<file path="config.mk">
export PLATFORM = sky130hd
export DESIGN_NAME = branch_unit
export DESIGN_NICKNAME = d
export VERILOG_FILES = /design/src/hdl/rv_pkg.sv /design/src/hdl/branch_unit.sv
export SDC_FILE = /design/constraint.sdc
export NUM_CORES = 1
export LEC_CHECK = 0
export BUFFER_PORTS_ARGS = -buffer_cell sky130_fd_sc_hd__buf_2
export CAP_MARGIN = 15
export CORE_UTILIZATION = 25
export DETAILED_ROUTE_END_ITERATION = 7
export PLACE_DENSITY = 0.59
export SYNTH_ARGS = -nofsm -noshare
export SYNTH_HDL_FRONTEND = slang
export SYNTH_SLANG_ARGS = --single-unit
</file>
<file path="constraint.sdc">
create_clock -name vclk -period 4.3
set_input_delay 1.075 -clock vclk [all_inputs]
set_output_delay 1.075 -clock vclk [all_outputs]
set_load 0.01 [all_outputs]
</file>
<file path="src/hdl/rv_pkg.sv">
// shared widths, select encodings and control bundles, imported by every RTL module of the core
`default_nettype none

package rv_pkg;

    localparam int XLEN  = 32;
    localparam int NREGS = 32;

    typedef logic [XLEN-1:0] word_t;
    typedef logic [4:0]      reg_idx_t;
    typedef logic [3:0]      be_t;

    // address the core starts from after reset
    localparam word_t RESET_PC = '0;

    // encoded as funct3 so the decoder can cast directly
    typedef enum logic [2:0] {
        ALU_ADD  = 3'b000,
        ALU_SLL  = 3'b001,
        ALU_SLT  = 3'b010,
        ALU_SLTU = 3'b011,
        ALU_XOR  = 3'b100,
        ALU_SRL  = 3'b101,
        ALU_OR   = 3'b110,
        ALU_AND  = 3'b111
    } alu_op_t;

    // low two bits of funct3 under the M extension, division left out
    typedef enum logic [1:0] {
        MUL_MUL    = 2'b00,
        MUL_MULH   = 2'b01,
        MUL_MULHSU = 2'b10,
        MUL_MULHU  = 2'b11
    } mul_op_t;

    // funct3 of the branch opcode, 010 and 011 are reserved
    typedef enum logic [2:0] {
        BR_BEQ  = 3'b000,
        BR_BNE  = 3'b001,
        BR_BLT  = 3'b100,
        BR_BGE  = 3'b101,
        BR_BLTU = 3'b110,
        BR_BGEU = 3'b111
    } branch_op_t;

    typedef enum logic [1:0] {A_ZERO, A_RS1, A_IMM} alu_a_sel_t;

    typedef enum logic [1:0] {B_RS2, B_IMM, B_PC} alu_b_sel_t;

    typedef enum logic [1:0] {WB_ALU, WB_MUL, WB_MEM, WB_PC_PLUS_4} wb_sel_t;

    // matches funct3[1:0] of loads and stores
    typedef enum logic [1:0] {MEM_BYTE, MEM_HALF, MEM_WORD} mem_width_t;

    typedef struct packed {
        alu_a_sel_t alu_a_sel;
        alu_b_sel_t alu_b_sel;
        alu_op_t    alu_op;
        logic       sub_arith;
        mul_op_t    mul_op;
        logic       branch_instr;
        logic       branch_always;
        branch_op_t branch_op;
        logic       dmem_we;
        logic       dmem_re;
        logic       dmem_sign_extend;
        mem_width_t dmem_width;
        wb_sel_t    wb_sel;
        logic       wb_we;
    } ctrl_t;

    typedef struct packed {
        word_t addr;
        word_t wdata;
        be_t   be;
        logic  we;
    } dmem_req_t;

    typedef struct packed {
        logic     we;
        reg_idx_t rd;
        word_t    data;
    } wb_t;

endpackage

`default_nettype wire

</file>
<file path="src/hdl/branch_unit.sv">
// branch compare and next pc selection for the single-cycle core
`timescale 1ns/1ps
`default_nettype none

module branch_unit (
    input  rv_pkg::ctrl_t ctrl,
    input  rv_pkg::word_t rs1_data,
    input  rv_pkg::word_t rs2_data,
    input  rv_pkg::word_t pc,
    input  rv_pkg::word_t alu_result,
    output rv_pkg::word_t next_pc
);
    import rv_pkg::*;

    logic cond;
    logic taken;

    always_comb begin
        case (ctrl.branch_op)
            BR_BEQ:  cond = (rs1_data == rs2_data);
            BR_BNE:  cond = (rs1_data != rs2_data);
            BR_BLT:  cond = ($signed(rs1_data) < $signed(rs2_data));
            BR_BGE:  cond = ($signed(rs1_data) >= $signed(rs2_data));
            BR_BLTU: cond = (rs1_data < rs2_data);
            BR_BGEU: cond = (rs1_data >= rs2_data);
            default: cond = 1'b0;
        endcase
    end

    assign taken = ctrl.branch_always || (ctrl.branch_instr && cond);

    // jalr clears bit 0 of the target
    assign next_pc = taken ? {alu_result[XLEN-1:1], 1'b0} : (pc + word_t'(4));

    // pc is unknown until the first reset edge
    assert final ($isunknown(pc) || (next_pc[1:0] == 2'b00))
        else $error("branch_unit: misaligned next pc %h", next_pc);

endmodule

`default_nettype wire

</file>
[Yosys cells after proc, flatten, opt, wreduce, memory -nomap -nowiden]
Cells that the tools add are included.
Storage, ports and cells
  flip-flop bits (word level): 0
  latch bits: 0
  bits in writable memories: 0
  bits in read-only memories: 0
  input port bits: 151
  output and inout port bits: 32
  word-level logic and storage cells: 17
  memories: 0
Cells by class
  $add $sub $neg: 1
  multipliers: 0
  div/mod/pow operators: 0
  order comparisons: 4
  equal/unequal tests: 7
  shifts and indexed selects: 0
  multiplexer cells: 2
  bitwise operators: 0
  reduce and logical (&&, ||, !) cells: 3
Operators with widths (count)
  $ge A32 B32 Y1: 2
  $lt A32 B32 Y1: 2
  $add A32 B3 Y32 const B: 1
  $eq A32 B32 Y1: 1
  $mux W32: 1
  $ne A32 B32 Y1: 1
  $eq A3 B3 Y1 const B: 4
  $pmux W1 S6: 1
  $eq A3 B1 Y1 const B: 1
  $logic_not A3 Y1: 1
  $logic_and A1 B1 Y1: 1
  $logic_or A1 B1 Y1: 1

[Depth between registers and ports, before layout]
  word-level depth: 5
  mapped depth: 10

[Worst setup path before layout]
OpenSTA, ideal clock, no wires.
  path kind: input -> output
  start point: in rs2_data[23]
  end point: out next_pc[10]
  arrival time: 3.471 ns
  data required time: 3.225 ns
  slack: -0.246 ns
  stages: 10
  path buffers: 1
  cells stage by stage: inv_1 > ha_1 > a21oi_2 > o21ai_1 > o311a_1 > or3_1 > or3b_4 > a31oi_4 > buf_12 > mux2_4
On the way
  word-level cells in the longest chain between the ends: 5
  elaborated cells on any way between the ends: 10
  classes of those cells: 4 x order compare; 2 x eq/ne; 2 x mux; 2 x reduce/logical
Ends and longest elaborated chain
  start: declaration: RTL line branch_unit.sv:8  | input rv_pkg::word_t rs2_data,
  $ge A32 B32 Y1 (tied with other cells): RTL line branch_unit.sv:25  | BR_BGEU: cond = (rs1_data >= rs2_data);
  $pmux W1 S6 *: RTL line branch_unit.sv:19  | case (ctrl.branch_op)
  $logic_and A1 B1 Y1 *: RTL line branch_unit.sv:30  | assign taken = ctrl.branch_always || (ctrl.branch_instr && cond);
  $logic_or A1 B1 Y1 *: RTL line branch_unit.sv:30
  $mux W32 *: RTL line branch_unit.sv:33  | assign next_pc = taken ? {alu_result[XLEN-1:1], 1'b0} : (pc + word_t'(4));
  end: declaration: RTL line branch_unit.sv:11  | output rv_pkg::word_t next_pc
Mark *: on every way between the ends. The rest lies on a longest branch, timed or not.

[Worst setup path after layout]
  start point: in rs2_data[23]
  end point: out next_pc[9]
Same word-level chain as after synthesis.

==> flow_summary.ini <==
[setup_path]
cp.required_ps = 3220
cp_common_cell = buf_6
start_kind = input port
worstPathArrival_ps = 3690
cp_cell_sequence = buf_6 -> inv_4 -> ha_4 -> a21oi_4 -> o21ai_2 -> o311a_1 -> or3_4 -> or3b_4 -> a31oi_4 -> buf_12 -> clkbuf_16 -> mux2_4 -> buf_6
cpPeakStageDelay_ps = 390
slowest_stage = or3b_4
crit_fanout = 6
endpoint_kind = output port
crit_type = in -> out

[pwr]
cellLeakagePower_nw = 1.83
finalPower_uw = 395
ir_worst_vdd_v = 0.0000441
power_density_mw_per_mm2 = 111

[cells_and_area]
fillCellCount = 708
multiInputGateArea_mm2 = 0.00204
nClkBuffers = 0
seqCellArea_um2 = 0
area_growth_pct = 80.6
final_cell_area_mm2 = 0.00355
diodes = 0
design.seq.count = 0
fin_nets = 603
drive_gt1_frac = 0.616
layout_commonest_cell = buf_2
final_cell_mix = 129 x buf_2, 36 x buf_6, 31 x mux2_4

[routing]
drt_wl_total_um = 6070
drc_errors = 0
ant_nets = 0
dr_total_vias = 2329
wire_per_inst_um = 11.8
drt_iter0_markers = 14
drt-vias-per-instance = 4.51
dr.pass1.iters = 4

[floorplan]
die_h_um = 90.6
coreArea_mm2 = 0.00741
start_util = 0.265
ios = 183
dieArea_mm2 = 0.00821
rows = 31
die_w_um = 90.6

[timing]
setup_ws_ps = -463
finalHoldViolations = 0
slew_viol_final = 0
fmax_mhz = 210
period_needed_ps = 4760
fin_crit_sh = 1.11
relSlewSlack = 0.793
worst_slew_pin_slew_ps = 307
final-setup-viol-count = 32
rsz0062_at_grt = true

[yosys]
ys_seq_area_frac = 0
postSynthAreaPerCell_um2 = 8.18
syn-cell-area_mm2 = 0.00196
synth_compound_area_frac = 0.104
synth-simple-area-share = 0.220
netlist_top_cells_area = mux2_4 21%, ha_1 21%, xnor2_1 7.6%, inv_1 6.7%, xor2_1 4.9%
synth_mux_area_frac = 0.242
yosys.area_share.adder = 0.210
syn_nets = 424
yosys_warnings = 0
syn_inst = 240
synth_cell_types = 40
synth_top_family_by_area = multiplexers
synth_xor_area_frac = 0.125
synth_top_area_cell = mux2_4
yosys.area.top_type_share = 0.214

[outcome]
violations = setup timing
status = finished with violations

[grt]
grt_pass1_vias = 2266
track_usage = 0.132
grt_max_degree = 26
grt_overflow = 0
antenna_found_initial = 0
grt_pass1_wl_um = 9440

[place]
placed_cell_area_mm2 = 0.00301
hpwl_um = 5160
portBuffers = 164
place_congestion = 0.773

[job]
maxCapViolCount = 0

[min_path]
hold_path.class = in -> out
Yosys cell counts (2+ instances only):
cell type and number:
a211oi_1 2, a21oi_1 11, a21oi_2 2, and2_1 3, and3_1 3, and4_2 2, buf_12 3, ha_1 33
inv_1 35, mux2_2 2, mux2_4 28, mux2i_1 2, nand2_1 18, nand3_1 13, nand4_1 11, nand4_2 2
nor2_1 12, nor3_1 3, nor4_1 3, o21a_1 2, o21ai_0 4, o311a_1 2, xnor2_1 17, xor2_1 11
final cells by class:
| type | count | share of cell area |
|---|---|---|
| well taps | 99 | 0.0349 |
| multi-input cells | 201 | 0.575 |
| inverters | 35 | 0.0392 |
| repair buffers | 181 | 0.351 |
per-layer routing:
layer	part of all wire	vias up	GRT usage
met3	0.083	0	0.0253
met5	0	-	0
met4	0	0	0
li1	-	1210	-
met1	0.39	1023	0.144
met2	0.53	96	0.271
cell families after synthesis:
group	Yosys count
and+or+nand+nor	78
AOI/OAI and AO/OA	29
muxes	33
xor gates and xnor gates	28
adders and majority gates	33
buffers and inverters	39
per-stage QoR:
step	std cells	util	setup slack (ps)	setup TNS [ps]	hold WS, ps
finish	516	0.479	-463	-14130	2440
global route	516	0.479	-536	-16610	2450
CTS	509	0.445	-460	-13780	2440
detailed placement	505	0.406	-484	-14800	2450
global placement	505	0.406	-500	-15380	2450
floorplan	240	-	-158	-4640	2210
path summary, 6_finish.rpt:
check,end,cells after the start,startpoint
setup / recovery,next_pc[9],13,rs2_data[23]
hold / removal,next_pc[0],3,pc[0]
worst max-delay path, delay by kind of cell:
kind | cells | cell delay [ps]
fa+ha+maj | 1 | 210
compound gates | 4 | 810
buf+inv | 5 | 570
mux | 1 | 300
simple gates | 2 | 730
what timing repair did:
item                                    in CTS  in global routing
gates resized for setup                     43                 32
endpoints found under the setup margin      32                 32
setup buffers                                4                  4
pin swaps                                    0                 15
gates cloned                                 0                  3
hold buffers                                 0                  0
report_power, final:
group	total, mW	internal [mW]	switching (mW)
sequential	0	0	0
clock	0	0	0
combinational	0.395	0.237	0.157
No activity file was read; power rests on OpenSTA's default activity.
