==> src/hdl/rv_pkg.sv <==
// shared widths, select encodings and control bundles, imported by every RTL module of the core
`default_nettype none

package rv_pkg;

    localparam int XLEN  = 32;
    localparam int NREGS = 32;

    typedef logic [XLEN-1:0] word_t;
    typedef logic [4:0]      reg_idx_t;
    typedef logic [3:0]      be_t;

    // address the core starts from after reset
    localparam word_t RESET_PC = '0;

    // encoded as funct3 so the decoder can cast directly
    typedef enum logic [2:0] {
        ALU_ADD  = 3'b000,
        ALU_SLL  = 3'b001,
        ALU_SLT  = 3'b010,
        ALU_SLTU = 3'b011,
        ALU_XOR  = 3'b100,
        ALU_SRL  = 3'b101,
        ALU_OR   = 3'b110,
        ALU_AND  = 3'b111
    } alu_op_t;

    // low two bits of funct3 under the M extension, division left out
    typedef enum logic [1:0] {
        MUL_MUL    = 2'b00,
        MUL_MULH   = 2'b01,
        MUL_MULHSU = 2'b10,
        MUL_MULHU  = 2'b11
    } mul_op_t;

    // funct3 of the branch opcode, 010 and 011 are reserved
    typedef enum logic [2:0] {
        BR_BEQ  = 3'b000,
        BR_BNE  = 3'b001,
        BR_BLT  = 3'b100,
        BR_BGE  = 3'b101,
        BR_BLTU = 3'b110,
        BR_BGEU = 3'b111
    } branch_op_t;

    typedef enum logic [1:0] {A_ZERO, A_RS1, A_IMM} alu_a_sel_t;

    typedef enum logic [1:0] {B_RS2, B_IMM, B_PC} alu_b_sel_t;

    typedef enum logic [1:0] {WB_ALU, WB_MUL, WB_MEM, WB_PC_PLUS_4} wb_sel_t;

    // matches funct3[1:0] of loads and stores
    typedef enum logic [1:0] {MEM_BYTE, MEM_HALF, MEM_WORD} mem_width_t;

    typedef struct packed {
        alu_a_sel_t alu_a_sel;
        alu_b_sel_t alu_b_sel;
        alu_op_t    alu_op;
        logic       sub_arith;
        mul_op_t    mul_op;
        logic       branch_instr;
        logic       branch_always;
        branch_op_t branch_op;
        logic       dmem_we;
        logic       dmem_re;
        logic       dmem_sign_extend;
        mem_width_t dmem_width;
        wb_sel_t    wb_sel;
        logic       wb_we;
    } ctrl_t;

    typedef struct packed {
        word_t addr;
        word_t wdata;
        be_t   be;
        logic  we;
    } dmem_req_t;

    typedef struct packed {
        logic     we;
        reg_idx_t rd;
        word_t    data;
    } wb_t;

endpackage

`default_nettype wire

==> src/hdl/regfile.sv <==
// integer register file, two combinational reads and one write at the clock edge
`timescale 1ns/1ps
`default_nettype none

module regfile (
    input  logic             clk,
    input  logic             reset,
    input  rv_pkg::reg_idx_t rs1,
    input  rv_pkg::reg_idx_t rs2,
    output rv_pkg::word_t    rs1_data,
    output rv_pkg::word_t    rs2_data,
    input  rv_pkg::wb_t      wb
);
    import rv_pkg::*;

    // x0 has no storage
    word_t regs [1:NREGS-1];

    always_ff @(posedge clk) begin
        if (reset) begin
            for (int i = 1; i < NREGS; i++) begin
                regs[i] <= '0;
            end
        end else if (wb.we && (wb.rd != '0)) begin
            regs[wb.rd] <= wb.data;
        end
    end

    assign rs1_data = (rs1 == '0) ? '0 : regs[rs1];
    assign rs2_data = (rs2 == '0) ? '0 : regs[rs2];

    // x0 reads zero even in the cycle after a write aimed at it
    assert property (@(posedge clk) disable iff (reset)
        (wb.we && (wb.rd == '0)) |=> ((rs1 != '0) || (rs1_data == '0)))
        else $error("regfile: x0 changed after write");

    // a written register reads back its new value on rs2
    assert property (@(posedge clk) disable iff (reset)
        (wb.we && (wb.rd != '0)) |=> ((rs2 != $past(wb.rd)) || (rs2_data == $past(wb.data))))
        else $error("regfile: rs2 does not read back the last write");

endmodule

`default_nettype wire

==> config.mk <==
export PLATFORM = sky130hd
export DESIGN_NAME = regfile
export DESIGN_NICKNAME = d
export VERILOG_FILES = /design/src/hdl/rv_pkg.sv /design/src/hdl/regfile.sv
export SDC_FILE = /design/constraint.sdc
export NUM_CORES = 2
export LEC_CHECK = 0
export ABC_AREA = 1
export BUFFER_PORTS_ARGS = -buffer_cell sky130_fd_sc_hd__buf_2
export CORE_AREA = 4 4 381 383
export DETAILED_ROUTE_END_ITERATION = 10
export DIE_AREA = 0 0 385 387
export MAX_ROUTING_LAYER = met4
export PLACE_DENSITY_LB_ADDON = 0.3
export SLEW_MARGIN = 5
export SYNTH_ARGS = -nofsm -noshare
export SYNTH_HDL_FRONTEND = slang
export SYNTH_SLANG_ARGS = --single-unit
==> constraint.sdc <==
create_clock -name clk -period 2.09 [get_ports clk]
set_input_delay 0.1045 -clock clk [delete_from_list [all_inputs] [get_ports clk]]
set_output_delay 0.1045 -clock clk [all_outputs]
set_load 0.01 [all_outputs]
== Yosys cells after proc, flatten, opt, wreduce, memory -nomap -nowiden ==
Memory sizes are Yosys's and may differ from the RTL's.
Index checks and enable logic that the tools add are counted.

* Input port bits: 50
* Flip-flop bits (word level): 0
* Memories: 1
* RAM bits: 992

* Multiplexer cells: 10
* Reductions and logical operators: 5

{| class="wikitable"
|+ Memory list
! name !! words !! bits a word !! read ports !! clocked after memory_dff !! write ports !! RTL line !! text
|-
| regs || 31 || 32 || 2 || 0 || 31 || regfile.sv:17 || <nowiki>word_t regs [1:NREGS-1];</nowiki>
|}

{| class="wikitable"
|+ Operators with widths
! operator !! number
|-
| $mux 32 || 3
|-
| $reduce_or 32->1 || 1
|-
| $logic_not 5->1 || 2
|-
| $mux 1 || 6
|-
| $mux 5 || 1
|-
| $reduce_bool 5->1 || 1
|-
| $logic_and 1x1->1 || 1
|}

== Depth between registers and ports, before layout ==
* Depth in word-level cells: 7
* Gate-level depth with buffers: 13
* Gate-level depth less buffers: 10

== Worst setup path before layout ==
Ideal clock, no wire load.

* Kind: input -> register
* Start point: input port wb[35] in the netlist's numbering
* End point: memory regs[13][0] in the netlist's numbering, enable pin
* Arrival time: 1737 ps
* Setup slack: -36 ps
* Buffers on the path: 1
* Cell stages on the path: 9
* Library setup time: 389 ps
* Cell sequence: inv_1 nand3_1 inv_2 nand2_1 nand2_1 nor3_4 nand2_1 buf_2 nand2_1

{| class="wikitable"
|+ RTL lines
! element !! RTL line !! text
|-
| start: declaration || regfile.sv:12 || <nowiki>input rv_pkg::wb_t wb</nowiki>
|-
| end: declaration || regfile.sv:17 ||
|}

==> impl_metrics.ini <==
[run_status]
status = finished, violations left
violations = setup timing

[floorplan]
die_w_um = 385
dieArea_um2 = 149000
core_area_um2 = 141000
initial_utilization_pct = 40.0
pin_count = 114
row_count = 138
die_y_um = 387

[worst_setup_path]
cpMostUsedCell = nand2_1
cp-end-kind = output port
crit_type = reg2out
start_kind = register
crit_arrival_ns = 2.13
critPathMaxStageDelay_ns = 0.49
required_ns = 1.99
crit_fanout = 2
startpoint = regs[0][31]
cp_slowest_cell = edfxtp_1
path_cells = nand2_1 -> nand3_1 -> nand3_1 -> nand2_1 -> nand2_1 -> nand2_1 -> nor2_1 -> buf_4 -> nor2_4 -> buf_6

[grt]
grt_pass1_wl_um = 331000
grt_pass1_vias = 50800
grt_use_total_pct = 30.4
grt_max_degree = 105
antenna_found_initial = 1
grt_overflow = 0

[place]
dpl.hpwl_um = 139000
port_buffers = 113
gp_congestion = 0.972
placed_area_um2 = 61800

[yosys]
async_reset_ff_share_pct = 0
synth_enable_flop_cells = 1024
synth_top_area_share_pct = 54.4
synth_seq_cells = 1024
synth.area.top_cells = edfxtp_1 54%, nand2_1 14%, nor2_1 12%, nand3_1 8.7%, o21ai_0 3.7%
synth.avg_cell_area_um2 = 7.80
synth_area_um2 = 56500
synth_cells = 7249
synth_cell_types = 21
yosys-top-cells-count = 2081 x nand2_1, 1787 x nor2_1, 1024 x edfxtp_1
yosys_warnings = 0
ys_seq_area_share_pct = 54.4
synthFlopType = edfxtp_1
synth.most_common_cell = nand2_1
yosys.area.top_type = edfxtp_1

[drt]
top_layer_used = met4
wl_met1_um = 85200
wl_met3_um = 30900
ant_nets = 0
drt_wl_total_um = 228000
drt-pass1-iter-count = 9
via_per_inst = 5.87
routedWlPerCell_um = 24.5
first_iter_violations = 8998
route.vias.total = 54500
route.met2.wl_um = 99800
drc = 0

[hold_path]
hp-class = in2reg
hp-start = wb[4]

[sta]
rsz0062_at_grt = yes
relSlewSlack_pct = 47.1
hold_viol = 0
setup_ws_ns = -0.145
tns_ns = -3.21
max_freq_mhz = 448
tightest_slew_ns = 0.787
min_period_over_period_pct = 107
fin_hold_ws_ns = 0.0799
setup_viol = 54
fin_crit_ns = 2.23
slew_violations = 0

[pwr]
ir_drop_uv = 658
pwr-share-comb_pct = 16.3
cell_internal_pwr_w = 0.0371
p_leak_nw = 27.7
p_switching_w = 0.0149
switching_share_pct = 28.7
seq_power_share_pct = 46.8
p_per_area_nw_per_um2 = 767
clockPowerShare_pct = 36.9

[finish]
num-fill-cells = 13100
regArea_um2 = 30700
finalCoreUtilization_pct = 47.9
regMostFlops = regs
largest_reg_flops = 1024
final_cell_area_um2 = 67800
fin_nets = 7351
syn_to_final_growth_pct = 20.0
multiInputGateArea_um2 = 24600
drive_gt1_share_pct = 15.1
reg_top3 = regs x1024

[clocking]
clk_path_buf_depth = 3
cts_tree = yes
clkTransAtPathRegs_ns = 0.06
cts_root_buf = clkbuf_16
numCtsBuffers = 112
cts_sinks = 1024
htree_levels = 3

[flow_run]
cap_violations = 0
[cells in the final DEF, fill, tap and decap left out, types with 32 or more instances in the layout]
cell / n
o21ai_1: 116
nor2_1: 1630
o21ai_0: 315
edfxtp_1: 1024
inv_1: 144
buf_12: 149
clkbuf_16: 114
a21oi_1: 90
nor2_4: 77
nand3_1: 890
dlygate4sd3_1: 32
nor2_2: 81
a21oi_2: 32
nand2_2: 135
buf_4: 232
nand3_2: 84
conb_1: 32
buf_2: 61
buf_6: 55
nand2_1: 1920
[cell families after synthesis]
kind of cell | Yosys count | synth area share [%]
compound gates | 582 | 5.26
buf+inv | 780 | 5.81
flops | 1024 | 54.4
other cells | 1 | 0.00664
simple gates | 4862 | 34.5
[per-stage QoR]
| step | power (W) | instances | setup WS [ns] |
|---|---|---|---|
| after floorplan | 0.0287 | 7280 | 0.0926 |
| after global placement | 0.0320 | 9039 | -0.180 |
| after detailed placement | 0.0321 | 9039 | -0.183 |
| after CTS | 0.0516 | 9280 | -0.145 |
| after global routing | 0.0535 | 9288 | -0.213 |
| final | 0.0520 | 9288 | -0.145 |
[worst max-delay path, delay by kind of cell, from the launching register on]
family                 cells  cell delay [ns]
DFF                        1             0.49
buffers and inverters      2             0.29
and+or+nand+nor            8             0.59
[routing by layer]
| layer | up-vias | track usage (%) |
|---|---|---|
| met5 | - | - |
| met4 | 0 | 14.5 |
| met3 | 724 | 6.93 |
| met2 | 4159 | 44.4 |
| met1 | 25800 | 40.0 |
| li1 | 23900 | - |
[what timing repair did]
| item | CTS | global route |
|---|---|---|
| hold buffers | 32 | 0 |
| hold endpoints to repair | 761 | 0 |
| resized for setup | 417 | 250 |
| gates cloned | 0 | 0 |
| setup endpoints to repair | 64 | 64 |
| buffers inserted | 5 | 9 |
| pin swaps | 248 | 230 |
[path summary, 6_finish.rpt]
kind / endpoint / slack (ns) / depth (start not counted)
max: rs1_data[31] / -0.14 / 10
min: regs[0][4] / 0.08 / 2
[cell type report]
| class | instances | share of cell area, % |
|---|---|---|
| well taps | 1890 | 3.49 |
| multi-input cells | 5476 | 36.3 |
| flip-flops and latches | 1024 | 45.4 |
| clock buffers | 143 | 4.37 |
| clock inverters | 67 | 0.707 |
| inverters | 154 | 0.908 |
| repair buffers | 533 | 8.89 |
| diodes | 1 | 0.00369 |
[power groups by stage]
| stage | Combinational (W) | Sequential [W] | Clock, W |
|---|---|---|---|
| 2_1_floorplan | 0.00414 | 0.0245 | 0 |
| 3_5_place_dp | 0.00737 | 0.0247 | 0 |
| 3_3_place_gp | 0.00729 | 0.0247 | 0 |
| 6_report | 0.00847 | 0.0243 | 0.0192 |
| 5_1_grt | 0.00899 | 0.0244 | 0.0201 |
| 4_1_cts | 0.00799 | 0.0243 | 0.0193 |
(Power assumes the default switching activity.)
