## config.mk

```make
export PLATFORM = sky130hd
export DESIGN_NAME = alu
export DESIGN_NICKNAME = d
export VERILOG_FILES = /design/src/hdl/rv_pkg.sv /design/src/hdl/alu.sv
export SDC_FILE = /design/constraint.sdc
export NUM_CORES = 2
export LEC_CHECK = 0
export BUFFER_PORTS_ARGS = -buffer_cell sky130_fd_sc_hd__buf_2
export CAP_MARGIN = 15
export CORE_ASPECT_RATIO = 1.1
export CORE_MARGIN = 3
export CORE_UTILIZATION = 24
export DETAILED_ROUTE_END_ITERATION = 8
export GPL_TIMING_DRIVEN = 0
export PLACE_DENSITY_LB_ADDON = 0.3
export SLEW_MARGIN = 20
export SYNTH_ARGS = -nofsm -noshare
export SYNTH_HDL_FRONTEND = slang
export SYNTH_SLANG_ARGS = --single-unit
```

## constraint.sdc

```tcl
create_clock -name vclk -period 13.3
set_input_delay 1.33 -clock vclk [all_inputs]
set_output_delay 1.33 -clock vclk [all_outputs]
set_load 0.1 [all_outputs]
```

## src/hdl/rv_pkg.sv

```systemverilog
// shared widths, select encodings and control bundles, imported by every RTL module of the core
`default_nettype none

package rv_pkg;

    localparam int XLEN  = 32;
    localparam int NREGS = 32;

    typedef logic [XLEN-1:0] word_t;
    typedef logic [4:0]      reg_idx_t;
    typedef logic [3:0]      be_t;

    // address the core starts from after reset
    localparam word_t RESET_PC = '0;

    // encoded as funct3 so the decoder can cast directly
    typedef enum logic [2:0] {
        ALU_ADD  = 3'b000,
        ALU_SLL  = 3'b001,
        ALU_SLT  = 3'b010,
        ALU_SLTU = 3'b011,
        ALU_XOR  = 3'b100,
        ALU_SRL  = 3'b101,
        ALU_OR   = 3'b110,
        ALU_AND  = 3'b111
    } alu_op_t;

    // low two bits of funct3 under the M extension, division left out
    typedef enum logic [1:0] {
        MUL_MUL    = 2'b00,
        MUL_MULH   = 2'b01,
        MUL_MULHSU = 2'b10,
        MUL_MULHU  = 2'b11
    } mul_op_t;

    // funct3 of the branch opcode, 010 and 011 are reserved
    typedef enum logic [2:0] {
        BR_BEQ  = 3'b000,
        BR_BNE  = 3'b001,
        BR_BLT  = 3'b100,
        BR_BGE  = 3'b101,
        BR_BLTU = 3'b110,
        BR_BGEU = 3'b111
    } branch_op_t;

    typedef enum logic [1:0] {A_ZERO, A_RS1, A_IMM} alu_a_sel_t;

    typedef enum logic [1:0] {B_RS2, B_IMM, B_PC} alu_b_sel_t;

    typedef enum logic [1:0] {WB_ALU, WB_MUL, WB_MEM, WB_PC_PLUS_4} wb_sel_t;

    // matches funct3[1:0] of loads and stores
    typedef enum logic [1:0] {MEM_BYTE, MEM_HALF, MEM_WORD} mem_width_t;

    typedef struct packed {
        alu_a_sel_t alu_a_sel;
        alu_b_sel_t alu_b_sel;
        alu_op_t    alu_op;
        logic       sub_arith;
        mul_op_t    mul_op;
        logic       branch_instr;
        logic       branch_always;
        branch_op_t branch_op;
        logic       dmem_we;
        logic       dmem_re;
        logic       dmem_sign_extend;
        mem_width_t dmem_width;
        wb_sel_t    wb_sel;
        logic       wb_we;
    } ctrl_t;

    typedef struct packed {
        word_t addr;
        word_t wdata;
        be_t   be;
        logic  we;
    } dmem_req_t;

    typedef struct packed {
        logic     we;
        reg_idx_t rd;
        word_t    data;
    } wb_t;

endpackage

`default_nettype wire

```

## src/hdl/alu.sv

```systemverilog
// operand selection, base integer ALU and the RV32M multiplier, all combinational
`timescale 1ns/1ps
`default_nettype none

module alu (
    input  rv_pkg::ctrl_t ctrl,
    input  rv_pkg::word_t rs1_data,
    input  rv_pkg::word_t rs2_data,
    input  rv_pkg::word_t imm,
    input  rv_pkg::word_t pc,
    output rv_pkg::word_t alu_result,
    output rv_pkg::word_t mul_result
);
    import rv_pkg::*;

    word_t                    op_a;
    word_t                    op_b;
    logic [4:0]               shamt;
    logic                     a_signed;
    logic                     b_signed;
    logic signed [XLEN:0]     mul_a;
    logic signed [XLEN:0]     mul_b;
    logic signed [2*XLEN-1:0] product;

    always_comb begin
        case (ctrl.alu_a_sel)
            A_RS1:   op_a = rs1_data;
            A_IMM:   op_a = imm;
            default: op_a = '0;
        endcase
        case (ctrl.alu_b_sel)
            B_IMM:   op_b = imm;
            B_PC:    op_b = pc;
            default: op_b = rs2_data;
        endcase
    end

    assign shamt = op_b[4:0];

    always_comb begin
        case (ctrl.alu_op)
            ALU_ADD:  alu_result = ctrl.sub_arith ? (op_a - op_b) : (op_a + op_b);
            ALU_SLL:  alu_result = op_a << shamt;
            ALU_SLT:  alu_result = {{(XLEN-1){1'b0}}, $signed(op_a) < $signed(op_b)};
            ALU_SLTU: alu_result = {{(XLEN-1){1'b0}}, op_a < op_b};
            ALU_XOR:  alu_result = op_a ^ op_b;
            ALU_SRL:  alu_result = ctrl.sub_arith ? word_t'($signed(op_a) >>> shamt)
                                                  : (op_a >> shamt);
            ALU_OR:   alu_result = op_a | op_b;
            default:  alu_result = op_a & op_b;
        endcase
    end

    // one extra bit per operand covers signed, unsigned and mixed
    assign a_signed = (ctrl.mul_op == MUL_MULH) || (ctrl.mul_op == MUL_MULHSU);
    assign b_signed = (ctrl.mul_op == MUL_MULH);
    assign mul_a    = {a_signed & op_a[XLEN-1], op_a};
    assign mul_b    = {b_signed & op_b[XLEN-1], op_b};

    // low 64 bits of the 66-bit product are exact
    assign product = mul_a * mul_b;

    assign mul_result = (ctrl.mul_op == MUL_MUL) ? product[XLEN-1:0]
                                                 : product[2*XLEN-1:XLEN];

endmodule

`default_nettype wire

```

# Word level (Yosys, flattened, before mapping)
# Cells that the tools add are included.
# classes
n_addsub	2
n_mul	1
magnitude_cmp	2
eq_ne	12
shift	3
muxes	6
bitwise_logic	5
n_reduce_logical	3
# op_table
op	n
$pmux W32 S7	1
$pmux W32 S2	2
$mux W32	3
$lt A32 B32 Y1	2
$mul A33 B33 Y64	1
$add A32 B32 Y32	1
$and A32 B32 Y32	1
$or A32 B32 Y32	1
$shl A32 B5 Y32	1
$shr A32 B5 Y32	1
$sshr A32 B5 Y32	1
$sub A32 B32 Y32	1
$xor A32 B32 Y32	1
$eq A3 B3 Y1 const B	3
$eq A2 B1 Y1 const B	3
$eq A2 B2 Y1 const B	3
$eq A3 B2 Y1 const B	2
$eq A3 B1 Y1 const B	1
$logic_not A3 Y1	1
$and A1 B1 Y1	2
$logic_not A2 Y1	1
$logic_or A1 B1 Y1	1
# totals
regBits	0
inputBits	151
out_inout_bits	64

# Depth between registers and ports, before layout
# logic_depth
ltp_word	5
mapped_depth	38
mapped_depth_nobuf	33

# Worst setup path after synthesis
# OpenSTA, ideal clock, no wires.
# synth_path
path_type	in2out
from	input ctrl[19] (netlist bit)
to	output mul_result[26]
arrival_time_ps	12531
t_required_ps	11970
setup_slack_ps	-561
cell_stages	33
n_path_buf	6
cell_sequence	inv_1 > ha_1 > clkbuf_1 > o21ai_0 > clkbuf_1 > buf_2 > buf_1 > clkbuf_1 > nand3_1 > inv_1 > fa_1 > fa_1 > fa_1 > fa_1 > inv_1 > fa_1 > inv_1 > fa_1 > inv_1 > fa_1 > fa_1 > inv_1 > ha_1 > clkbuf_1 > a21o_1 > a31o_2 > a221o_1 > o41ai_1 > nor3_2 > o31a_1 > nor2_1 > xnor2_1 > o21ai_0
# synth_between
elab_chain_len	5
elab_cells_between_ends	6
classes_between	mul (1); eq/ne (2); mux (2); bitwise (1)
# synth_rtl
element	line_no	rtl
from (decl)	alu.sv:6	input rv_pkg::ctrl_t ctrl,
$eq A2 B2 Y1 / $eq A2 B1 Y1 (equally long branches)	alu.sv:31	case (ctrl.alu_b_sel)
$pmux W32 S2 *	alu.sv:31	
$and A1 B1 Y1	alu.sv:58	assign mul_b = {b_signed & op_b[XLEN-1], op_b};
$mul A33 B33 Y64 *	alu.sv:61	assign product = mul_a * mul_b;
$mux W32 *	alu.sv:63	assign mul_result = (ctrl.mul_op == MUL_MUL) ? product[XLEN-1:0]
to (decl)	alu.sv:12	output rv_pkg::word_t mul_result
# Mark *: on every way between the ends. The rest lies on a longest branch, timed or not.

# Final worst setup path
# layout_path
from	input ctrl[19] (netlist bit)
to	output mul_result[30]
# Same word-level chain as after synthesis.

==> reports/qor.yml <==
outcome: "completed"
cts_hold_buf: 0
cp-start-kind: "input port"
row_count: 168
slew_violations: 0
crit_buf_inv: 12
seq_area_frac_synth_pct: 0
rsz0062_at_grt: "no"
critPathSlowestCell: "or4_4"
synth_top_family_by_area: "adder cells"
gp_congestion: 1.05
synth-simple-area-share_pct: 15.0
setup_viol: 0
postSynthAreaPerCell_um2: 8.14
grt_pass1_vias: 45300
drtAntennaViolNets: 0
seq_area_um2: 0
hp-class: "in2out"
portBuffers: 200
first_pass_iters: 5
core-area_um2: 191000
overflow: 0
path_delay_family: "adder cells"
die_area_um2: 199000
path_max_fanout: 10
clkbuf_count: 0
final_cell_area_um2: 52000
crit_type: "in2out"
drv_cap: 0
wl_met2_mm: 119
vias_per_cell: 5.22
die_height_um: 467
netlist_instances: 5701
synth_fa_ha_area_share_pct: 57.1
die-width_um: 425
grt_start_max_net_pins: 24
cp_slowest_stage_delay_ns: 0.63
netlist_area_um2: 46400
cp.arrival_ns: 11.93
final_core_util_pct: 27.1
slew-limit-headroom_pct: 18.5
seq_cell_count: 0
fin_nets: 7515
worstMarginPinSlew_ns: 1.21
synth-xor-area-share_pct: 1.75
dpl.hpwl_mm: 226
worst_path_most_repeated_cell: "fa_1"
yosys_warnings: 0
synthMuxAreaShare_pct: 2.25
nFillCells: 21100
via_count: 44200
synth_compound_area_share_pct: 11.4
min_period_ns: 13.26
grt_use_total_pct: 26.4
finalHoldViolations: 0
avgRoutedWirePerCell_um: 31.6
wl_met1_mm: 102
drt_iter0_drc: 4323
synth.distinct_cells: 80
grt_pass1_wl_mm: 365
cp.required_ns: 11.97
finalWirelength_mm: 268
drc: 0
antenna_found_initial: 23
fin_crit_sh_pct: 99.7
top_layer_used: "met5"
area_delta_synth_final_pct: 11.9
drive_gt1_share_pct: 9.65
cp-end-kind: "output pin"
syn-num-nets: 7294
dpl_cell_area_um2: 50900
fmax_ghz: 0.0754
start_util_pct: 24.2
met3RoutedLength_mm: 21.9
io_pins: 215
[worst paths after layout]
kind                  startpoint             end  slack (ns)  cells after the start
worst max-delay path    ctrl[19]  mul_result[30]        0.04                     35
worst min-delay path    ctrl[18]   alu_result[3]        3.72                      5
[placed cells by master, fill, tap and decap left out, types with 13 or more instances in the layout]
master / netlist / layout
o211ai_1: 33 / 33
fa_1: 1127 / 1123
a21o_1: 59 / 59
buf_1: 46 / 15
a21oi_1: 208 / 207
mux2i_1: 91 / 91
nand4_1: 14 / 14
nor3_1: 49 / 49
buf_2: 14 / 226
nand2b_1: 14 / 14
buf_4: 2 / 38
o21bai_1: 17 / 17
or3_1: 18 / 18
a221oi_1: 16 / 14
o21ai_2: 0 / 13
nor2_1: 506 / 480
ha_1: 315 / 302
clkinvlp_4: 0 / 17
o21ai_0: 177 / 150
a22oi_1: 75 / 75
nand3_1: 54 / 53
o21ai_1: 11 / 17
xnor2_1: 61 / 59
xor2_1: 32 / 32
inv_1: 1180 / 1165
clkbuf_1: 275 / 112
nand2_1: 950 / 950
and2_1: 22 / 20
a21boi_0: 16 / 16
nor2_2: 0 / 15
and3_1: 20 / 20
a31oi_1: 35 / 34
a211oi_1: 25 / 25
clkbuf_2: 0 / 93
clkbuf_4: 0 / 40
o21a_1: 19 / 16
o22ai_1: 16 / 15
nor2b_1: 18 / 18
[tightest hold or removal path: cells and delay by family]
family | cells | cell delay (ns)
buffers and inverters | 2 | 0.48
and+or+nand+nor | 2 | 0.45
AOI/OAI and AO/OA | 1 | 0.13
[through the flow]
step	setup slack, ns	setup TNS, ns	cells	hold slack, ns
2_1_floorplan	0.0543	0	5701	3.29
3_3_place_gp	-3.17	-63.29	8451	3.74
3_5_place_dp	-2.67	-52.12	8466	3.72
4_1_cts	0.00151	0	8474	3.72
5_1_grt	0.00259	0	8470	3.75
6_report	0.0398	0	8478	3.72
[layout make-up]
cell class / instances / area (µm²) / share of cell area (%)
multi-input cells: 4163 / 41100 / 79.0
repair buffers: 238 / 1440 / 2.77
diodes: 8 / 20.0 / 0.0385
well taps: 2550 / 3190 / 6.14
inverters: 1201 / 4580 / 8.81
plain buffers: 318 / 1660 / 3.20
[synthesized netlist by cell type (19+ instances only)]
| library cell | count | area share (%) |
|---|---|---|
| inv_1 | 1180 | 9.5 |
| fa_1 | 1127 | 49 |
| nand2_1 | 950 | 7.7 |
| nor2_1 | 506 | 4.1 |
| ha_1 | 315 | 8.5 |
| clkbuf_1 | 275 | 2.2 |
| a21oi_1 | 208 | 2.2 |
| o21ai_0 | 177 | 1.9 |
| mux2i_1 | 91 | 2.0 |
| a22oi_1 | 75 | 1.2 |
| xnor2_1 | 61 | 1.2 |
| a21o_1 | 59 | 0.95 |
| nand3_1 | 54 | 0.58 |
| nor3_1 | 49 | 0.53 |
| buf_1 | 46 | 0.37 |
| a31oi_1 | 35 | 0.47 |
| o211ai_1 | 33 | 0.53 |
| xor2_1 | 32 | 0.60 |
| a211oi_1 | 25 | 0.40 |
| and2_1 | 22 | 0.30 |
| and3_1 | 20 | 0.27 |
| clkinv_1 | 19 | 0.15 |
| o21a_1 | 19 | 0.31 |
[logic make-up after synthesis]
family	after synthesis
AND/OR/NAND/NOR	1707
buffers and inverters	1538
adder cells (fa/ha/maj)	1442
AO/OA/AOI/OAI	819
multiplexers	102
XOR/XNOR	93
[layer usage]
| layer | up-vias | global-route usage, % |
|---|---|---|
| met1 | 23200 | 32.5 |
| met2 | 2455 | 41.1 |
| met4 | 12 | 19.3 |
| li1 | 17900 | - |
| met3 | 708 | 5.04 |
| met5 | - | 0 |
[timing repair]
| item | in CTS | in global routing |
|---|---|---|
| buffers inserted | 19 | 4 |
| resized for setup | 286 | 129 |
| setup endpoints to repair | 32 | 22 |
| pin swaps | 5 | 5 |
