===== config.mk =====
export PLATFORM = sky130hd
export DESIGN_NAME = decoder
export DESIGN_NICKNAME = d
export VERILOG_FILES = /design/src/hdl/rv_pkg.sv /design/src/hdl/decoder.sv
export SDC_FILE = /design/constraint.sdc
export NUM_CORES = 1
export LEC_CHECK = 0
export ABC_AREA = 1
export BUFFER_PORTS_ARGS = -buffer_cell sky130_fd_sc_hd__buf_2
export CAP_MARGIN = 0
export CORE_ASPECT_RATIO = 1.1
export CORE_MARGIN = 5
export CORE_UTILIZATION = 37
export DETAILED_ROUTE_END_ITERATION = 8
export PLACE_DENSITY_LB_ADDON = 0.05
export SLEW_MARGIN = 30
export SYNTH_ARGS = -nofsm -noshare
export SYNTH_HDL_FRONTEND = slang
export SYNTH_SLANG_ARGS = --single-unit

===== constraint.sdc =====
create_clock -name vclk -period 1.7
set_input_delay 0.085 -clock vclk [all_inputs]
set_output_delay 0.085 -clock vclk [all_outputs]
set_load 0.02 [all_outputs]

===== src/hdl/rv_pkg.sv =====
// shared widths, select encodings and control bundles, imported by every RTL module of the core
`default_nettype none

package rv_pkg;

    localparam int XLEN  = 32;
    localparam int NREGS = 32;

    typedef logic [XLEN-1:0] word_t;
    typedef logic [4:0]      reg_idx_t;
    typedef logic [3:0]      be_t;

    // address the core starts from after reset
    localparam word_t RESET_PC = '0;

    // encoded as funct3 so the decoder can cast directly
    typedef enum logic [2:0] {
        ALU_ADD  = 3'b000,
        ALU_SLL  = 3'b001,
        ALU_SLT  = 3'b010,
        ALU_SLTU = 3'b011,
        ALU_XOR  = 3'b100,
        ALU_SRL  = 3'b101,
        ALU_OR   = 3'b110,
        ALU_AND  = 3'b111
    } alu_op_t;

    // low two bits of funct3 under the M extension, division left out
    typedef enum logic [1:0] {
        MUL_MUL    = 2'b00,
        MUL_MULH   = 2'b01,
        MUL_MULHSU = 2'b10,
        MUL_MULHU  = 2'b11
    } mul_op_t;

    // funct3 of the branch opcode, 010 and 011 are reserved
    typedef enum logic [2:0] {
        BR_BEQ  = 3'b000,
        BR_BNE  = 3'b001,
        BR_BLT  = 3'b100,
        BR_BGE  = 3'b101,
        BR_BLTU = 3'b110,
        BR_BGEU = 3'b111
    } branch_op_t;

    typedef enum logic [1:0] {A_ZERO, A_RS1, A_IMM} alu_a_sel_t;

    typedef enum logic [1:0] {B_RS2, B_IMM, B_PC} alu_b_sel_t;

    typedef enum logic [1:0] {WB_ALU, WB_MUL, WB_MEM, WB_PC_PLUS_4} wb_sel_t;

    // matches funct3[1:0] of loads and stores
    typedef enum logic [1:0] {MEM_BYTE, MEM_HALF, MEM_WORD} mem_width_t;

    typedef struct packed {
        alu_a_sel_t alu_a_sel;
        alu_b_sel_t alu_b_sel;
        alu_op_t    alu_op;
        logic       sub_arith;
        mul_op_t    mul_op;
        logic       branch_instr;
        logic       branch_always;
        branch_op_t branch_op;
        logic       dmem_we;
        logic       dmem_re;
        logic       dmem_sign_extend;
        mem_width_t dmem_width;
        wb_sel_t    wb_sel;
        logic       wb_we;
    } ctrl_t;

    typedef struct packed {
        word_t addr;
        word_t wdata;
        be_t   be;
        logic  we;
    } dmem_req_t;

    typedef struct packed {
        logic     we;
        reg_idx_t rd;
        word_t    data;
    } wb_t;

endpackage

`default_nettype wire


===== src/hdl/decoder.sv =====
// combinational RV32IM instruction decoder, turns one instruction word into immediate and controls
`timescale 1ns/1ps
`default_nettype none

module decoder (
    input  rv_pkg::word_t    instr,
    output rv_pkg::word_t    imm,
    output rv_pkg::reg_idx_t rs1,
    output rv_pkg::reg_idx_t rs2,
    output rv_pkg::reg_idx_t rd,
    output rv_pkg::ctrl_t    ctrl
);
    import rv_pkg::*;

    // base opcode map, instr[6:0]
    typedef enum logic [6:0] {
        OP_LUI    = 7'b0110111,
        OP_AUIPC  = 7'b0010111,
        OP_JAL    = 7'b1101111,
        OP_JALR   = 7'b1100111,
        OP_BRANCH = 7'b1100011,
        OP_LOAD   = 7'b0000011,
        OP_STORE  = 7'b0100011,
        OP_ALUI   = 7'b0010011,
        OP_ALU    = 7'b0110011,
        OP_FENCE  = 7'b0001111,
        OP_SYSTEM = 7'b1110011
    } opcode_t;

    opcode_t    opcode;
    logic [6:0] funct7;
    logic [2:0] funct3;
    word_t      imm_u;
    word_t      imm_j;
    word_t      imm_i;
    word_t      imm_b;
    word_t      imm_s;

    // R-type field split
    assign opcode = opcode_t'(instr[6:0]);
    assign rd     = instr[11:7];
    assign funct3 = instr[14:12];
    assign rs1    = instr[19:15];
    assign rs2    = instr[24:20];
    assign funct7 = instr[31:25];

    assign imm_u = {instr[31:12], 12'b0};
    assign imm_j = {{12{instr[31]}}, instr[19:12], instr[20], instr[30:21], 1'b0};
    assign imm_i = {{20{instr[31]}}, instr[31:20]};
    assign imm_b = {{20{instr[31]}}, instr[7], instr[30:25], instr[11:8], 1'b0};
    assign imm_s = {{20{instr[31]}}, instr[31:25], instr[11:7]};

    always_comb begin
        // no-op unless the opcode says otherwise
        imm                   = '0;
        ctrl.alu_a_sel        = A_ZERO;
        ctrl.alu_b_sel        = B_IMM;
        ctrl.alu_op           = ALU_ADD;
        ctrl.sub_arith        = 1'b0;
        ctrl.mul_op           = MUL_MUL;
        ctrl.branch_instr     = 1'b0;
        ctrl.branch_always    = 1'b0;
        ctrl.branch_op        = BR_BEQ;
        ctrl.dmem_we          = 1'b0;
        ctrl.dmem_re          = 1'b0;
        ctrl.dmem_sign_extend = 1'b0;
        ctrl.dmem_width       = MEM_WORD;
        ctrl.wb_sel           = WB_ALU;
        ctrl.wb_we            = 1'b0;

        case (opcode)
            OP_LUI: begin
                // 0 + imm through the adder
                imm        = imm_u;
                ctrl.wb_we = 1'b1;
            end
            OP_AUIPC: begin
                imm            = imm_u;
                ctrl.alu_a_sel = A_IMM;
                ctrl.alu_b_sel = B_PC;
                ctrl.wb_we     = 1'b1;
            end
            OP_JAL: begin
                imm                = imm_j;
                ctrl.alu_a_sel     = A_IMM;
                ctrl.alu_b_sel     = B_PC;
                ctrl.branch_always = 1'b1;
                ctrl.wb_sel        = WB_PC_PLUS_4;
                ctrl.wb_we         = 1'b1;
            end
            OP_JALR: begin
                imm                = imm_i;
                ctrl.alu_a_sel     = A_RS1;
                ctrl.branch_always = 1'b1;
                ctrl.wb_sel        = WB_PC_PLUS_4;
                ctrl.wb_we         = 1'b1;
            end
            OP_BRANCH: begin
                // adder forms the target, compare happens in the branch unit
                imm               = imm_b;
                ctrl.alu_a_sel    = A_IMM;
                ctrl.alu_b_sel    = B_PC;
                ctrl.branch_instr = 1'b1;
                ctrl.branch_op    = branch_op_t'(funct3);
            end
            OP_LOAD: begin
                imm                   = imm_i;
                ctrl.alu_a_sel        = A_RS1;
                ctrl.dmem_re          = 1'b1;
                ctrl.dmem_width       = mem_width_t'(funct3[1:0]);
                ctrl.dmem_sign_extend = !funct3[2];
                ctrl.wb_sel           = WB_MEM;
                ctrl.wb_we            = 1'b1;
            end
            OP_STORE: begin
                imm             = imm_s;
                ctrl.alu_a_sel  = A_RS1;
                ctrl.dmem_we    = 1'b1;
                ctrl.dmem_width = mem_width_t'(funct3[1:0]);
            end
            OP_ALUI: begin
                imm            = imm_i;
                ctrl.alu_a_sel = A_RS1;
                ctrl.alu_op    = alu_op_t'(funct3);
                // srai carries its flag in the immediate
                ctrl.sub_arith = (funct3 == 3'b101) ? instr[30] : 1'b0;
                ctrl.wb_we     = 1'b1;
            end
            OP_ALU: begin
                ctrl.alu_a_sel = A_RS1;
                ctrl.alu_b_sel = B_RS2;
                ctrl.wb_we     = 1'b1;
                if (funct7 == 7'b0000001) begin
                    ctrl.mul_op = mul_op_t'(funct3[1:0]);
                    ctrl.wb_sel = WB_MUL;
                end else begin
                    ctrl.alu_op    = alu_op_t'(funct3);
                    ctrl.sub_arith = instr[30];
                end
            end
            default: begin
                // fence, system and unknown opcodes retire as no-ops
            end
        endcase
    end

    // a store never writes the register file, checked once instr is known
    assert final ($isunknown(instr) || !(ctrl.wb_we && ctrl.dmem_we))
        else $error("decoder: store also writes back, instr %h", instr);

endmodule

`default_nettype wire


After elaboration in Yosys (flattened, before gate mapping)
Index checks and enable logic that the tools add are counted.
{"block": "word_totals", "ff_bits": 0, "output_inout_bits": 70, "elab_cells": 36}
{"block": "classes", "eq_ne": 11, "mux": 17, "reduce_logical": 8}
{"operator": "$pmux 32 s5", "n": 1}
{"operator": "$eq 7x6->1 const B", "n": 3}
{"operator": "$eq 7x7->1 const B", "n": 3}
{"operator": "$eq 7x5->1 const B", "n": 2}
{"operator": "$mux 2", "n": 4}
{"operator": "$pmux 2 s2", "n": 2}
{"operator": "$pmux 4 s2", "n": 1}
{"operator": "$eq 7x1->1 const B", "n": 1}
{"operator": "$eq 7x2->1 const B", "n": 1}
{"operator": "$reduce_or 7->1", "n": 1}
{"operator": "$mux 1", "n": 6}
{"operator": "$pmux 2 s3", "n": 1}
{"operator": "$reduce_or 2->1", "n": 3}
{"operator": "$reduce_or 3->1", "n": 2}
{"operator": "$reduce_or 5->1", "n": 1}
{"operator": "$mux 4", "n": 1}
{"operator": "$eq 3x3->1 const B", "n": 1}
{"operator": "$mux 3", "n": 1}
{"operator": "$logic_not 1->1", "n": 1}

Depth between registers and ports, before layout
{"block": "logic_depth", "word_depth": 3, "ltp_mapped": 8, "mapped_depth_nobuf": 8}

Least setup slack after synthesis
Ideal clock, no wire load.
{"block": "synth_path", "path_type": "input-to-output", "startpoint": "in instr[1]", "endpoint": "out ctrl[3] (netlist bit)", "arrival_ns": 1.021, "required_ns": 1.615, "path_slack_ns": 0.594, "cell_stages": 4, "path_cell_list": "nand2_1 nor2_1 nand2_1 nor3_1"}
{"item": "start: declaration", "line_no": "decoder.sv:6", "source": "input rv_pkg::word_t instr,"}
{"item": "end: declaration", "line_no": "decoder.sv:11", "source": "output rv_pkg::ctrl_t ctrl"}

Worst setup path in the final report
{"block": "layout_path", "startpoint": "in instr[1]", "endpoint": "out imm[23]"}
{"block": "layout_via", "elab_chain_len": 3, "word_cells_on_any_way": 11, "classes_between": "eq/ne: 8; mux: 1; reduce/logical: 2"}
{"item": "$eq 7x5->1 (tied with other cells)", "line_no": "decoder.sv:71", "source": "case (opcode)"}
{"item": "$reduce_or 3->1 (no line) or $reduce_or 2->1 (tied branches)"}
{"item": "$pmux 32 s5 (*)", "line_no": "decoder.sv:71"}
{"item": "end: declaration", "line_no": "decoder.sv:7", "source": "output rv_pkg::word_t imm,"}
Mark *: on every way between the ends. The rest lies on a longest branch, timed or not.

==> results.sh <==
export IMPL_crit_path_start="instr[1]"
export IMPL_vias_per_cell=4.46
export IMPL_fin_crit_ns=1.33
export IMPL_crit_family="simple AND/OR/NAND/NOR gates"
export IMPL_drc=0
export IMPL_first_pass_iters=4
export IMPL_synth_nets=203
export IMPL_synth_seq_area_share_pct=0
export IMPL_path_class="input pin to output port"
export IMPL_synth_top_area_share_pct=31.6
export IMPL_synthCells=171
export IMPL_worst_hold_path_type="input pin to output port"
export IMPL_max_slew_margin_rel_pct=77.3
export IMPL_detail_route_antenna_nets=0
export IMPL_grt_max_degree=13
export IMPL_num_fill_cells=250
export IMPL_core_mm2=0.00204
export IMPL_die_y_um=59.0
export IMPL_postCtsSetupBuffers=0
export IMPL_powerDensity_mw_per_mm2=164
export IMPL_vdd_drop_max_v=0.000114
export IMPL_ios=102
export IMPL_clock_buffers=0
export IMPL_cp_data_arrival_time_ns=1.25
export IMPL_period_share_pct=78.2
export IMPL_gp_congestion=0.808
export IMPL_rsz0062_at_grt="false"
export IMPL_cts_resized=0
export IMPL_whs_path_depth=2
export IMPL_grt_usage_pct=16.5
export IMPL_port_buffers=102
export IMPL_drv_slew=0
export IMPL_dp_cells=284
export IMPL_seq_area_um2=0
export IMPL_preCtsSetupSlack_ns=0.356
export IMPL_synth_warning_count=0
export IMPL_setup_ws_ns=0.370
export IMPL_worstPathRequired_ns=1.62
export IMPL_ys_top_cells_by_area="nand2_1 32%, buf_4 14%, inv_1 12%"
export IMPL_seq_cell_count=0
export IMPL_setup_tns_final_ns=0
export IMPL_antenna_found_initial=0
export IMPL_drv_cap=0
export IMPL_grt_overflow_total=0
export IMPL_wire_per_inst_um=10.4
export IMPL_ctsHoldBuffers=0
export IMPL_routed_wl_mm=2.96
export IMPL_fin_util_pct=59.9
export IMPL_rows=17
export IMPL_setup_worst_path_end_class="output port"
export IMPL_grt_pass1_vias=1084
export IMPL_slowest_stage="nand3_2"
export IMPL_multi_input_area_um2=581
export IMPL_cp_start_kind="input pin"
export IMPL_synthesis_area_um2=807
export IMPL_setup_viol_count_final=0
export IMPL_tightest_slew_ns=0.337
export IMPL_drive_above_1_share_pct=44.5
export IMPL_antenna_cells=0
export IMPL_initial_utilization_pct=39.5
export IMPL_area_growth_pct=51.6
export IMPL_crit_buf_inv=3
export IMPL_crit_fanout=12
export IMPL_grt_pass1_wl_mm=4.33
export IMPL_cp_slowest_stage_delay_ns=0.25
export IMPL_final_nets=290
export IMPL_finalHoldViolations=0
export IMPL_worstPathCellList="buf_2, nand2_1, inv_1, nand4_1, nand3_2, nand2_4, nand2_1, buf_2"
export IMPL_die_area_mm2=0.00322
export IMPL_drt_iter0_markers=19
export IMPL_synth_distinct_cells=20
export IMPL_endpoint="imm[23]"
export IMPL_holdWs_ns=0.402
export IMPL_avgSynthCellArea_um2=4.72
export IMPL_fmax_mhz=752
export IMPL_stdcell_count=284
export IMPL_vias=1266
export IMPL_status="finished clean"
export IMPL_power_leakage_nw=1.06
export IMPL_die_w_um=54.5
export IMPL_synth_largest_area_cell="nand2_1"
export IMPL_cp_depth=8
export IMPL_dpl_hpwl_mm=2.62
## per-stage QoR
stage / cell area [µm²] / total power, mW
after floorplan: 807 / 0.128
after CTS: 1220 / 0.203
after global placement: 1220 / 0.202
after detailed placement: 1220 / 0.202
after global routing: 1220 / 0.221
final: 1220 / 0.200
## metal layers
layer | wire (µm) | share of wire, % | track usage (%) | vias to the layer above
met5 | 0 | 0 | 0 | -
met4 | 0 | 0 | 0 | 0
met3 | 396 | 13 | 3.78 | 0
met2 | 1370 | 46 | 29.7 | 69
met1 | 1190 | 40 | 20.9 | 520
li1 | - | - | - | 677
## worst min path at each step
| stage | start | slack (ns) | endpoint |
|---|---|---|---|
| after floorplan | instr[4] | 0.25 | ctrl[6] |
| after global placement | instr[8] | 0.40 | rd[1] |
| after detailed placement | instr[10] | 0.40 | rd[3] |
| after CTS | instr[8] | 0.40 | rd[1] |
| after global routing | instr[10] | 0.41 | rd[3] |
| final | instr[8] | 0.40 | rd[1] |
## power by group
group	internal [mW]	switching, mW	total, mW
registers	0	0	0
logic	0.0684	0.132	0.200
clock network	0	0	0
## cells in the final DEF, fill, tap and decap left out
master	Yosys	layout
nand4_1	3	3
nor2_1	23	23
inv_1	25	25
nand4_2	1	1
nor3b_1	1	1
nor2_2	1	1
or2_2	2	2
inv_2	1	1
nand3_2	2	2
buf_2	1	102
nor3_1	2	2
nor2_4	1	1
nand2_4	3	3
a21oi_1	9	9
nand2_1	68	68
o21ai_0	6	6
nand3_1	5	5
nand2_2	1	1
## final cells by class
type                            count  share of cell area, %
Timing Repair Buffer              102                   41.7
Multi-Input combinational cell    128                   47.4
Tap cell                           28                   2.86
Inverter                           26                   7.98
## synth_stat cells (2+ instances only)
library cell / n
nand2_1: 68
inv_1: 25
nor2_1: 23
buf_4: 15
a21oi_1: 9
o21ai_0: 6
nand3_1: 5
nand2_4: 3
nand4_1: 3
nand3_2: 2
nor3_1: 2
or2_2: 2
## cell families after synthesis
group	count (synthesis)	share of synthesized area, %
AOI/OAI and AO/OA	15	9.30
buffers and inverters	43	28.1
and+or+nand+nor	113	62.6
(Power assumes the default switching activity.)
